==> src/pipe_types.sv <==
package pipe_types;

    typedef struct packed {
        logic [31:0] pc;
        logic [31:0] inst;
        logic        valid;
    } if_id_reg_t;

    typedef struct packed {
        logic [31:0] pc;
        logic [6:0]  opcode;
        logic [2:0]  funct3;
        logic [6:0]  funct7;
        logic        funct7_bit;
        logic [4:0]  rd_s;
        logic [4:0]  rs1_s;
        logic [4:0]  rs2_s;
        logic [31:0] rs1_v;
        logic [31:0] rs2_v;
        logic [31:0] imm;
        logic [31:0] jalr_imm;
        logic [31:0] jal_imm;
        logic        regf_we;
        logic        mem_read;
        logic        mem_write;
        logic        branch;
        logic        jal;
        logic        jalr;
        logic        alu_src;    // 1 selects imm
        logic        alu_or_cmp; // 0 cmp, 1 alu
        logic [2:0]  alu_op;
        logic        if_mul;
        logic [1:0]  mul_type;
        logic        half;       // upper half of product
    } id_ex_reg_t;

    // wishbone classic, master to slave
    typedef struct packed {
        logic        cyc;
        logic        stb;
        logic        we;
        logic [31:0] adr;
        logic [3:0]  sel;
    } wb_req_t;

    typedef struct packed {
        logic        ack;
        logic [31:0] dat;
    } wb_rsp_t;

    typedef struct packed {
        logic        we;
        logic [4:0]  rd_s;
        logic [31:0] rd_v;
    } rf_write_t;

endpackage

==> src/rv32i_types.sv <==
package rv32i_types;

    // major opcodes
    typedef enum logic [6:0] {
        op_b_lui   = 7'b0110111,
        op_b_auipc = 7'b0010111,
        op_b_jal   = 7'b1101111,
        op_b_jalr  = 7'b1100111,
        op_b_br    = 7'b1100011,
        op_b_load  = 7'b0000011,
        op_b_store = 7'b0100011,
        op_b_imm   = 7'b0010011,
        op_b_reg   = 7'b0110011,
        op_b_csr   = 7'b1110011,
        op_b_atom  = 7'b0101111
    } opcode_t;

    // arithmetic funct3
    typedef enum logic [2:0] {
        add  = 3'b000,
        sll  = 3'b001,
        slt  = 3'b010,
        sltu = 3'b011,
        axor = 3'b100,
        sr   = 3'b101, // srl or sra by funct7[5]
        aor  = 3'b110,
        aand = 3'b111
    } funct3_t;

    // alu and compare codes share the 3 bit field
    typedef logic [2:0] alu_ops_t;

    localparam alu_ops_t alu_add = 3'b000;
    localparam alu_ops_t alu_sll = 3'b001;
    localparam alu_ops_t alu_sra = 3'b010;
    localparam alu_ops_t alu_sub = 3'b011;
    localparam alu_ops_t alu_xor = 3'b100;
    localparam alu_ops_t alu_srl = 3'b101;
    localparam alu_ops_t alu_or  = 3'b110;
    localparam alu_ops_t alu_and = 3'b111;
    localparam alu_ops_t blt     = 3'b100; // cmp unit codes
    localparam alu_ops_t bltu    = 3'b110;

    typedef struct packed {
        logic [6:0] funct7;
        logic [4:0] rs2;
        logic [4:0] rs1;
        logic [2:0] funct3;
        logic [4:0] rd;
        logic [6:0] opcode;
    } r_fmt_t;

    typedef struct packed {
        logic [11:0] imm;
        logic [4:0]  rs1;
        logic [2:0]  funct3;
        logic [4:0]  rd;
        logic [6:0]  opcode;
    } i_fmt_t;

    typedef struct packed {
        logic [6:0] imm_hi;
        logic [4:0] rs2;
        logic [4:0] rs1;
        logic [2:0] funct3;
        logic [4:0] imm_lo;
        logic [6:0] opcode;
    } s_fmt_t;

    typedef struct packed {
        logic       imm12;
        logic [5:0] imm10_5;
        logic [4:0] rs2;
        logic [4:0] rs1;
        logic [2:0] funct3;
        logic [3:0] imm4_1;
        logic       imm11;
        logic [6:0] opcode;
    } b_fmt_t;

    typedef struct packed {
        logic [19:0] imm;
        logic [4:0]  rd;
        logic [6:0]  opcode;
    } u_fmt_t;

    typedef struct packed {
        logic       imm20;
        logic [9:0] imm10_1;
        logic       imm11;
        logic [7:0] imm19_12;
        logic [4:0] rd;
        logic [6:0] opcode;
    } j_fmt_t;

    // one word, six views
    typedef union packed {
        r_fmt_t r;
        i_fmt_t i;
        s_fmt_t s;
        b_fmt_t b;
        u_fmt_t u;
        j_fmt_t j;
    } inst_u;

endpackage

==> src/decode_top.sv <==
module decode_top #(
    parameter logic [31:0] RESET_PC = 32'h6000_0000
) (
    input  logic                   clk,
    input  logic                   arst_n,
    output pipe_types::wb_req_t    imem_req,
    input  pipe_types::wb_rsp_t    imem_rsp,
    input  pipe_types::rf_write_t  wb_write,
    input  logic                   ex_ready,
    output pipe_types::id_ex_reg_t id_ex_reg,
    output logic                   id_ex_valid
);

    import pipe_types::*;

    if_id_reg_t if_id_reg;
    logic       if_id_take;

    fetch_unit #(
        .RESET_PC (RESET_PC)
    ) u_fetch (
        .clk        (clk),
        .arst_n     (arst_n),
        .imem_req   (imem_req),
        .imem_rsp   (imem_rsp),
        .if_id_take (if_id_take),
        .if_id_reg  (if_id_reg)
    );

    // decode owns the register file and the id/ex slot
    id_stage u_decode (
        .clk         (clk),
        .arst_n      (arst_n),
        .if_id_reg   (if_id_reg),
        .if_id_take  (if_id_take),
        .rf_write    (wb_write),
        .ex_ready    (ex_ready),
        .id_ex_reg   (id_ex_reg),
        .id_ex_valid (id_ex_valid)
    );

endmodule

==> src/fetch_unit.sv <==
module fetch_unit #(
    parameter logic [31:0] RESET_PC = 32'h6000_0000
) (
    input  logic                   clk,
    input  logic                   arst_n,
    output pipe_types::wb_req_t    imem_req,
    input  pipe_types::wb_rsp_t    imem_rsp,
    input  logic                   if_id_take,
    output pipe_types::if_id_reg_t if_id_reg
);

    typedef enum logic {
        st_idle,
        st_wait
    } state_t;

    state_t      state;
    logic [31:0] pc;
    logic        if_id_valid;
    logic [31:0] if_id_pc;
    logic [31:0] if_id_inst;
    logic        can_start;

    // slot empty, or decode drains it this cycle
    assign can_start = !if_id_valid || if_id_take;

    always_ff @(posedge clk or negedge arst_n) begin
        if (!arst_n) begin
            state <= st_idle;
            pc    <= RESET_PC;
        end else begin
            case (state)
                st_idle: begin
                    if (can_start) state <= st_wait;
                end
                st_wait: begin
                    if (imem_rsp.ack) begin
                        state <= st_idle; // bus idles one cycle
                        pc    <= pc + 32'd4;
                    end
                end
                default: state <= st_idle;
            endcase
        end
    end

    always_ff @(posedge clk or negedge arst_n) begin
        if (!arst_n) begin
            if_id_valid <= 1'b0;
        end else if (state == st_wait && imem_rsp.ack) begin
            if_id_valid <= 1'b1;
        end else if (if_id_take) begin
            if_id_valid <= 1'b0;
        end
    end

    always_ff @(posedge clk) begin
        if (state == st_wait && imem_rsp.ack) begin
            if_id_pc   <= pc;
            if_id_inst <= imem_rsp.dat;
        end
    end

    assign imem_req.cyc = (state == st_wait);
    assign imem_req.stb = (state == st_wait);
    assign imem_req.we  = 1'b0;
    assign imem_req.adr = pc;
    assign imem_req.sel = 4'hf;

    assign if_id_reg.pc    = if_id_pc;
    assign if_id_reg.inst  = if_id_inst;
    assign if_id_reg.valid = if_id_valid;

    a_adr_stable: assert property (@(posedge clk) disable iff (!arst_n)
        (imem_req.stb && !imem_rsp.ack) |=> $stable(imem_req.adr));

    // no fetch runs while the if/id register still holds a word
    a_stb_in_cyc: assert property (@(posedge clk) disable iff (!arst_n)
        imem_req.stb |-> (imem_req.cyc && !if_id_valid));

endmodule

==> src/id_stage.sv <==
module id_stage (
    input  logic                   clk,
    input  logic                   arst_n,
    input  pipe_types::if_id_reg_t if_id_reg,
    output logic                   if_id_take,
    input  pipe_types::rf_write_t  rf_write,
    input  logic                   ex_ready,
    output pipe_types::id_ex_reg_t id_ex_reg,
    output logic                   id_ex_valid
);

    import rv32i_types::*;
    import pipe_types::*;

    inst_u       w;
    logic [6:0]  opcode;
    logic [2:0]  funct3;
    logic [6:0]  funct7;
    logic [4:0]  rs1_s;
    logic [4:0]  rs2_s;
    logic [31:0] rs1_rf;
    logic [31:0] rs2_rf;

    logic [31:0] i_imm, s_imm, b_imm, u_imm, j_imm;
    logic [31:0] imm;

    logic        writeback, mem_read, mem_write, branch, jal, jalr, alu_src, calu;
    alu_ops_t    aluop;
    logic        mul, mul_h;
    logic [1:0]  m_type;

    id_ex_reg_t  id_ex_next;
    logic        load;

    assign w      = if_id_reg.inst;
    assign opcode = w.r.opcode;
    assign funct3 = w.r.funct3;
    assign funct7 = w.r.funct7;

    // unused sources read x0
    always_comb begin
        case (opcode)
            op_b_lui, op_b_auipc, op_b_jal: begin
                rs1_s = '0;
                rs2_s = '0;
            end
            op_b_jalr, op_b_load, op_b_imm: begin
                rs1_s = w.r.rs1;
                rs2_s = '0;
            end
            default: begin
                rs1_s = w.r.rs1;
                rs2_s = w.r.rs2;
            end
        endcase
    end

    always_comb begin
        s_imm = {{20{w.s.imm_hi[6]}}, w.s.imm_hi, w.s.imm_lo};
        b_imm = {{19{w.b.imm12}}, w.b.imm12, w.b.imm11, w.b.imm10_5, w.b.imm4_1, 1'b0};
        u_imm = {w.u.imm, 12'h000};
        j_imm = {{11{w.j.imm20}}, w.j.imm20, w.j.imm19_12, w.j.imm11, w.j.imm10_1, 1'b0};
        if (opcode == op_b_imm && funct3 == sr) begin
            i_imm = {{27{w.i.imm[11]}}, w.r.rs2}; // shamt only
        end else begin
            i_imm = {{20{w.i.imm[11]}}, w.i.imm};
        end

        case (opcode)
            op_b_lui, op_b_auipc:          imm = u_imm;
            op_b_jal, op_b_jalr:           imm = 32'h4; // link offset
            op_b_br:                       imm = b_imm;
            op_b_load, op_b_imm, op_b_csr: imm = i_imm;
            op_b_store:                    imm = s_imm;
            default:                       imm = '0;
        endcase
    end

    always_comb begin
        writeback = opcode inside {op_b_lui, op_b_auipc, op_b_jal, op_b_jalr,
                                   op_b_load, op_b_imm, op_b_reg, op_b_atom};
        alu_src   = opcode inside {op_b_lui, op_b_auipc, op_b_jal, op_b_jalr,
                                   op_b_load, op_b_store, op_b_imm, op_b_atom};
        mem_read  = (opcode == op_b_load);
        mem_write = (opcode == op_b_store);
        branch    = (opcode == op_b_br);
        jal       = (opcode == op_b_jal);
        jalr      = (opcode == op_b_jalr);

        calu   = 1'b1;
        aluop  = alu_add;
        mul    = 1'b0;
        mul_h  = 1'b0;
        m_type = 2'b00;

        case (opcode)
            op_b_br: begin
                calu  = 1'b0;
                aluop = funct3; // branch funct3 is the cmp code
            end
            op_b_imm, op_b_reg: begin
                if (opcode == op_b_reg && funct7[0]) begin
                    mul = 1'b1;
                    case (funct3)
                        add:  m_type = 2'b01;
                        sll: begin
                            m_type = 2'b01;
                            mul_h  = 1'b1;
                        end
                        slt: begin
                            m_type = 2'b10; // mulhsu
                            mul_h  = 1'b1;
                        end
                        sltu: mul_h = 1'b1;
                        default: begin
                            mul   = 1'b0; // div and rem not decoded
                            aluop = funct3;
                        end
                    endcase
                end else begin
                    case (funct3)
                        slt: begin
                            calu  = 1'b0;
                            aluop = blt;
                        end
                        sltu: begin
                            calu  = 1'b0;
                            aluop = bltu;
                        end
                        sr:  aluop = funct7[5] ? alu_sra : alu_srl;
                        add: aluop = (opcode == op_b_reg && funct7[5]) ? alu_sub : alu_add;
                        default: aluop = funct3;
                    endcase
                end
            end
            default: ;
        endcase
    end

    always_comb begin
        id_ex_next.pc         = if_id_reg.pc;
        id_ex_next.opcode     = opcode;
        id_ex_next.funct3     = funct3;
        id_ex_next.funct7     = funct7;
        id_ex_next.funct7_bit = funct7[5];
        id_ex_next.rd_s       = (opcode == op_b_store || opcode == op_b_br) ? 5'd0 : w.r.rd;
        id_ex_next.rs1_s      = rs1_s;
        id_ex_next.rs2_s      = rs2_s;
        // same-cycle writeback wins over the array
        id_ex_next.rs1_v = (rf_write.we && rf_write.rd_s != 5'd0 && rf_write.rd_s == rs1_s)
                           ? rf_write.rd_v : rs1_rf;
        id_ex_next.rs2_v = (rf_write.we && rf_write.rd_s != 5'd0 && rf_write.rd_s == rs2_s)
                           ? rf_write.rd_v : rs2_rf;
        id_ex_next.imm        = imm;
        id_ex_next.jalr_imm   = i_imm;
        id_ex_next.jal_imm    = j_imm;
        id_ex_next.regf_we    = writeback;
        id_ex_next.mem_read   = mem_read;
        id_ex_next.mem_write  = mem_write;
        id_ex_next.branch     = branch;
        id_ex_next.jal        = jal;
        id_ex_next.jalr       = jalr;
        id_ex_next.alu_src    = alu_src;
        id_ex_next.alu_or_cmp = calu;
        id_ex_next.alu_op     = aluop;
        id_ex_next.if_mul     = mul;
        id_ex_next.mul_type   = m_type;
        id_ex_next.half       = mul_h;
    end

    pipeline_regfile u_regfile (
        .clk      (clk),
        .arst_n   (arst_n),
        .rf_write (rf_write),
        .rs1_s    (rs1_s),
        .rs2_s    (rs2_s),
        .rs1_v    (rs1_rf),
        .rs2_v    (rs2_rf)
    );

    assign load       = if_id_reg.valid && (!id_ex_valid || ex_ready);
    assign if_id_take = load;

    always_ff @(posedge clk or negedge arst_n) begin
        if (!arst_n) begin
            id_ex_valid <= 1'b0;
        end else if (load) begin
            id_ex_valid <= 1'b1;
        end else if (ex_ready) begin
            id_ex_valid <= 1'b0;
        end
    end

    always_ff @(posedge clk) begin
        if (load) id_ex_reg <= id_ex_next;
    end

    a_slot_hold: assert property (@(posedge clk) disable iff (!arst_n)
        (id_ex_valid && !ex_ready) |=> (id_ex_valid && $stable(id_ex_reg)));

    a_known_op: assert property (@(posedge clk) disable iff (!arst_n)
        if_id_take |-> opcode inside {op_b_lui, op_b_auipc, op_b_jal, op_b_jalr,
            op_b_br, op_b_load, op_b_store, op_b_imm, op_b_reg, op_b_csr, op_b_atom});

endmodule

==> src/pipeline_regfile.sv <==
module pipeline_regfile (
    input  logic                  clk,
    input  logic                  arst_n,
    input  pipe_types::rf_write_t rf_write,
    input  logic [4:0]            rs1_s,
    input  logic [4:0]            rs2_s,
    output logic [31:0]           rs1_v,
    output logic [31:0]           rs2_v
);

    logic [31:0] regs [32];

    always_ff @(posedge clk or negedge arst_n) begin
        if (!arst_n) begin
            for (int i = 0; i < 32; i++) begin
                regs[i] <= '0;
            end
        end else if (rf_write.we && rf_write.rd_s != 5'd0) begin
            regs[rf_write.rd_s] <= rf_write.rd_v;
        end
    end

    // x0 hardwired
    always_comb begin
        if (rs1_s == 5'd0) begin
            rs1_v = '0;
        end else begin
            rs1_v = regs[rs1_s];
        end
    end

    always_comb begin
        if (rs2_s == 5'd0) begin
            rs2_v = '0;
        end else begin
            rs2_v = regs[rs2_s];
        end
    end

endmodule

==> config.mk <==
export PLATFORM = sky130hd
export DESIGN_NAME = decode_top
export DESIGN_NICKNAME = d
export VERILOG_FILES = /design/src/pipe_types.sv /design/src/rv32i_types.sv /design/src/decode_top.sv /design/src/fetch_unit.sv /design/src/id_stage.sv /design/src/pipeline_regfile.sv
export SDC_FILE = /design/constraint.sdc
export NUM_CORES = 2
export LEC_CHECK = 0
export BUFFER_PORTS_ARGS = -buffer_cell sky130_fd_sc_hd__buf_2
export CORE_UTILIZATION = 55
export DETAILED_ROUTE_END_ITERATION = 16
export GPL_ROUTABILITY_DRIVEN = 0
export PLACE_DENSITY = 0.78
export SYNTH_ARGS = -nofsm -noshare
export SYNTH_HDL_FRONTEND = slang
export SYNTH_HIERARCHICAL = 1
export SYNTH_SLANG_ARGS = --single-unit
export TNS_END_PERCENT = 10
==> constraint.sdc <==
create_clock -name clk -period 11.6 [get_ports clk]
set_input_delay 1.74 -clock clk [delete_from_list [all_inputs] [get_ports clk]]
set_output_delay 1.74 -clock clk [all_outputs]
set_load 0.01 [all_outputs]
Yosys cells after proc, flatten, opt, wreduce, memory -nomap -nowiden
Index checks and enable logic that the tools add are counted.

Register bits after elaboration: 1331. Latch bits: 0. Bits in writable memories: 0. Bits in read-only memories: 0. Input bits: 74. Output and inout port bits: 280. Word-level logic and storage cells: 159. Memories: 0.

$add $sub $neg: 1. Multiply operators: 0. Divide/modulo/power cells: 0. Magnitude comparators: 4. Equal/unequal tests: 17. Shift-type cells: 0. Multiplexer cells: 36. Bitwise gates (word level): 4. Reduce and logical (&&, ||, !) cells: 34.

Operators by type and width (count): bitwise mux 1024 bit (1); binary-select mux 32 bit (select 5 bit) (2); 2-to-1 mux 32 bit (9); demux 32 bit (select 5 bit) (1); one-hot mux 32 bit (5 select lines) (1); adder 32 x 3 -> 32 bit, second input constant (1); equality test 7 x 6 -> 1 bit, second input constant (4); equality test 7 bit, second input constant (4); greater-or-equal comparator 6 bit, second input constant (3); inverter 5 -> 6 bit (3); nonzero test 8 bit (2); equality test 7 x 5 -> 1 bit, second input constant (2); one-hot mux 3 bit (4 select lines) (1); 2-to-1 mux 11 bit (1); equality test 5 bit (2); zero test 5 bit (2); 2-to-1 mux 1 bit (10); 2-to-1 mux 5 bit (2); OR reduction 2 bit (5); logical AND 1 bit (9); 2-to-1 mux 3 bit (3); OR reduction 3 bit (3); equality test 7 x 2 -> 1 bit, second input constant (1); equality test 3 x 2 -> 1 bit, second input constant (2); 16 further kinds (22).

Logic depth before layout (Yosys ltp)
Word-level depth: 9. Depth in mapped cells: 12. Gate-level depth less buffers: 9.

Modules after synthesis
Netlist, hierarchy kept.

By module, submodules not included: pipeline_regfile (instances 1, cells an instance 3618, area each 54441.0 µm²); id_stage (instances 1, cells an instance 495, area each 8142.8 µm²); fetch_unit (instances 1, cells an instance 202, area each 3380.7 µm²).

Least setup slack after synthesis
No wires, ideal clock.

Path kind: in2reg. Start point: in ex_ready. End point: reg u_fetch.if_id_valid. Arrival: 6.797 ns. Setup slack: 4.418 ns. Stages: 3. Cell sequence: nand2b_1 > and2_1 > o21ai_0.

Word-level cells in the longest chain between the ends: 3.

RTL lines: from (decl) (RTL line decode_top.sv:9) `input logic ex_ready,`; logical OR 1 bit (RTL line id_stage.sv:181) `assign load = if_id_reg.valid && (!id_ex_valid || ex_ready);`; logical AND 1 bit (RTL line id_stage.sv:181); net if_id_take (RTL line decode_top.sv:17) `logic if_id_take;`; nonzero test 2 bit (no source line); to (signal assigned) (RTL line fetch_unit.sv:49) `if_id_valid <= 1'b0;`; to (signal assigned) (RTL line fetch_unit.sv:51) `if_id_valid <= 1'b1;`; to (signal assigned) (RTL line fetch_unit.sv:53) `if_id_valid <= 1'b0;`; to (decl) (RTL line fetch_unit.sv:19) `logic if_id_valid;`.

The timed path passes the listed nets, and every way through them passes these cells. A chain may end at the register's enable or synchronous reset.

==> impl_metrics.env <==
export IMPL_seq_area_frac_synth_pct=51.6
export IMPL_ir_drop_mv=0.165
export IMPL_finClkSkew_ns=0.0263
export IMPL_yosys_cell_count_top_type="mux2_2"
export IMPL_area_growth_pct=10.6
export IMPL_p_leak_nw=31.2
export IMPL_syn_cell_area_mm2=0.0660
export IMPL_fin_setup_tns_ns=0
export IMPL_wl_met3_mm=19.4
export IMPL_die_w_um=348
export IMPL_grt_pass1_wl_mm=291
export IMPL_worstSkewPairLatency_ns=0.75
export IMPL_grt_pass1_vias=42700
export IMPL_die_y_um=348
export IMPL_drtIter0Drc=5183
export IMPL_final_design_area_no_fill_mm2=0.0730
export IMPL_worstSetupPathType="register to register"
export IMPL_holdBufCountCts=0
export IMPL_synth_async_reset_ratio_pct=80.7
export IMPL_cts_buffers_inserted=137
export IMPL_cts_root_buf="clkbuf_16"
export IMPL_min_path_type="register to register"
export IMPL_routed_wl_mm=198
export IMPL_status="complete, no violations"
export IMPL_ys_warnings_count=6
export IMPL_power_w=0.0151
export IMPL_drcViolationCount=0
export IMPL_synth_cells=4315
export IMPL_yosysTopAreaCell="dfrtp_1"
export IMPL_cap_viol_max_count=0
export IMPL_clk_pin_slew_ns=0.06
export IMPL_synth_flop_cell="dfrtp_1"
export IMPL_synth_distinct_cells=69
export IMPL_cts_max_level=4
export IMPL_slew_headroom_pct=4.64
export IMPL_cts_resized=0
export IMPL_p_per_area_mw_per_mm2=207
export IMPL_rsz0062_at_grt="no"
export IMPL_coreArea_mm2=0.119
export IMPL_worst_ep_arrival_time_ns=5.73
export IMPL_hold_viol=0
export IMPL_met2WireLength_mm=93.5
export IMPL_viasPerCell=6.94
export IMPL_end_kind="register"
export IMPL_dr_pass1_iters=8
export IMPL_drt_met1_wl_mm=74.6
export IMPL_start_util_pct=55.6
export IMPL_top_layer="met5"
export IMPL_largest_register_ff_count=1024
export IMPL_rows=126
export IMPL_nets=4464
export IMPL_required_ns=12.22
export IMPL_cts_max_path_buffers=3
export IMPL_final_period_utilization_pct=44.0
export IMPL_cts_setup_buffers=0
export IMPL_startpoint_type="register"
export IMPL_tightestPinTransition_ns=1.43
export IMPL_overflow=0
export IMPL_placed_area_mm2=0.0682
export IMPL_antenna_found_initial=15
export IMPL_routedWlPerCell_um=32.4
export IMPL_instances_no_fill=6114
export IMPL_avgSynthCellArea_um2=15.3
export IMPL_synth_common_cells="mux2_2 (1083), dfrtp_1 (1055), mux4_2 (448), edfxtp_1 (253), clkbuf_1 (236)"
export IMPL_dp_hpwl_mm=111
export IMPL_drive_above_1_share_pct=50.9
export IMPL_grt_usage_pct=32.7
export IMPL_synth_seq_cells=1310
export IMPL_setup_viol=0
export IMPL_placedCellCount=5850
export IMPL_io_pins=354
export IMPL_yosysTopAreaCellShare_pct=40.0
export IMPL_min_period_ns=5.10
export IMPL_die_area_mm2=0.121
export IMPL_synth_edff_count=253
export IMPL_clock_sinks=1310
export IMPL_grt_max_degree=163
export IMPL_io_buffer_count=345
export IMPL_whs_ns=0.398
export IMPL_synth_area_leaders="dfrtp_1 (40%), mux2_2 (18%), mux4_2 (15%)"
export IMPL_vias=42400
export IMPL_cp_max_fo=30
export IMPL_drv_slew=0
export IMPL_detail_route_antenna_nets=0
export IMPL_cts_tree="done"
export IMPL_max_freq_ghz=0.196
-- cell families (layout without fill, tap and decap cells) --
family	count (synthesis)	in the layout	synth area share, %
AOI/OAI and AO/OA	429	429	4.65
xor gates and xnor gates	34	34	0.451
adders and majority gates	1	1	0.0190
buffers and inverters	528	712	4.06
DFF	1310	1310	51.6
muxes	1697	1697	36.6
other	3	18	0.0171
and+or+nand+nor	313	313	2.63
-- where the power goes --
part	switching (W)	leakage (nW)	internal [W]	total [W]
sequential	0.000723	16.0	0.00579	0.00652
clock	0.00187	2.35	0.00275	0.00462
combinational	0.00201	12.8	0.00198	0.00398
-- routing by layer --
layer	vias to the layer above	global-route usage [%]
li1	16700	-
met1	22500	43.2
met2	2478	51.4
met3	626	7.71
met4	8	15.7
met5	-	0
-- critical path: stages, from the launching register on --
cell and delay, ns:
edfxtp_1 0.58, and3b_2 0.35, nand4_4 0.15, and3_4 0.57, clkinv_2 0.93, nor2_1 1.42, a22oi_1 0.30, a311oi_1 0.42
mux2_4 0.21
-- through the flow --
| step | setup WS, ns | utilization, % |
|---|---|---|
| floorplan | 4.42 | - |
| global placement | 6.75 | 57.5 |
| detailed placement | 6.69 | 57.5 |
| CTS | 6.62 | 61.5 |
| global route | 6.40 | 61.5 |
| finish | 6.50 | 61.5 |
-- final cells by class --
type,count,area (um^2)
flip-flops and latches,1310,34100
clock inverters,46,538
fillers,8602,45600
well taps,1600,2000
inverters,15,60.1
repair buffers,441,2530
multi-input cells,2484,29500
diodes,8,20.0
clock buffers,210,4240
-- path summary, 6_finish.rpt --
kind	start	slack, ns	end	cells after the start
min reg2reg	u_decode/u_regfile/regs[1014]	0.40	u_decode/u_regfile/regs[1014]	0
max reg2reg	u_fetch/if_id_inst[5]	6.50	u_decode/id_ex_reg[158]	8
max in group asynchronous	arst_n	8.21	u_decode/u_regfile/regs[625]	3
min in group asynchronous	arst_n	1.05	u_decode/u_regfile/regs[701]	1
max	u_fetch/if_id_inst[5]	6.50	u_decode/id_ex_reg[158]	8
min	u_decode/u_regfile/regs[1014]	0.40	u_decode/u_regfile/regs[1014]	0
-- cells in the final DEF (no fill, tap or decap), drive strengths merged, types with 3 or more instances in the layout --
cell type / n
mux2: 1121
clkinv: 33
nor2b: 77
nand2: 83
conb: 10
xor2: 6
mux2i: 128
nand3: 25
a21o: 20
diode: 8
nand2b: 10
nor3: 12
a21oi: 8
nand4: 22
or2: 3
xnor2: 28
nor4: 6
mux4: 448
a22oi: 65
o22ai: 3
a31oi: 3
edfxtp: 253
dfrtp: 1055
and3: 19
a22o: 4
clkbuf: 210
o21ai: 123
inv: 17
or4: 4
o2111ai: 16
a211oi: 65
bufinv: 10
nor2: 33
a311oi: 64
and2: 8
a221oi: 48
buf: 441
and3b: 3
No activity file was read; power rests on OpenSTA's default activity.
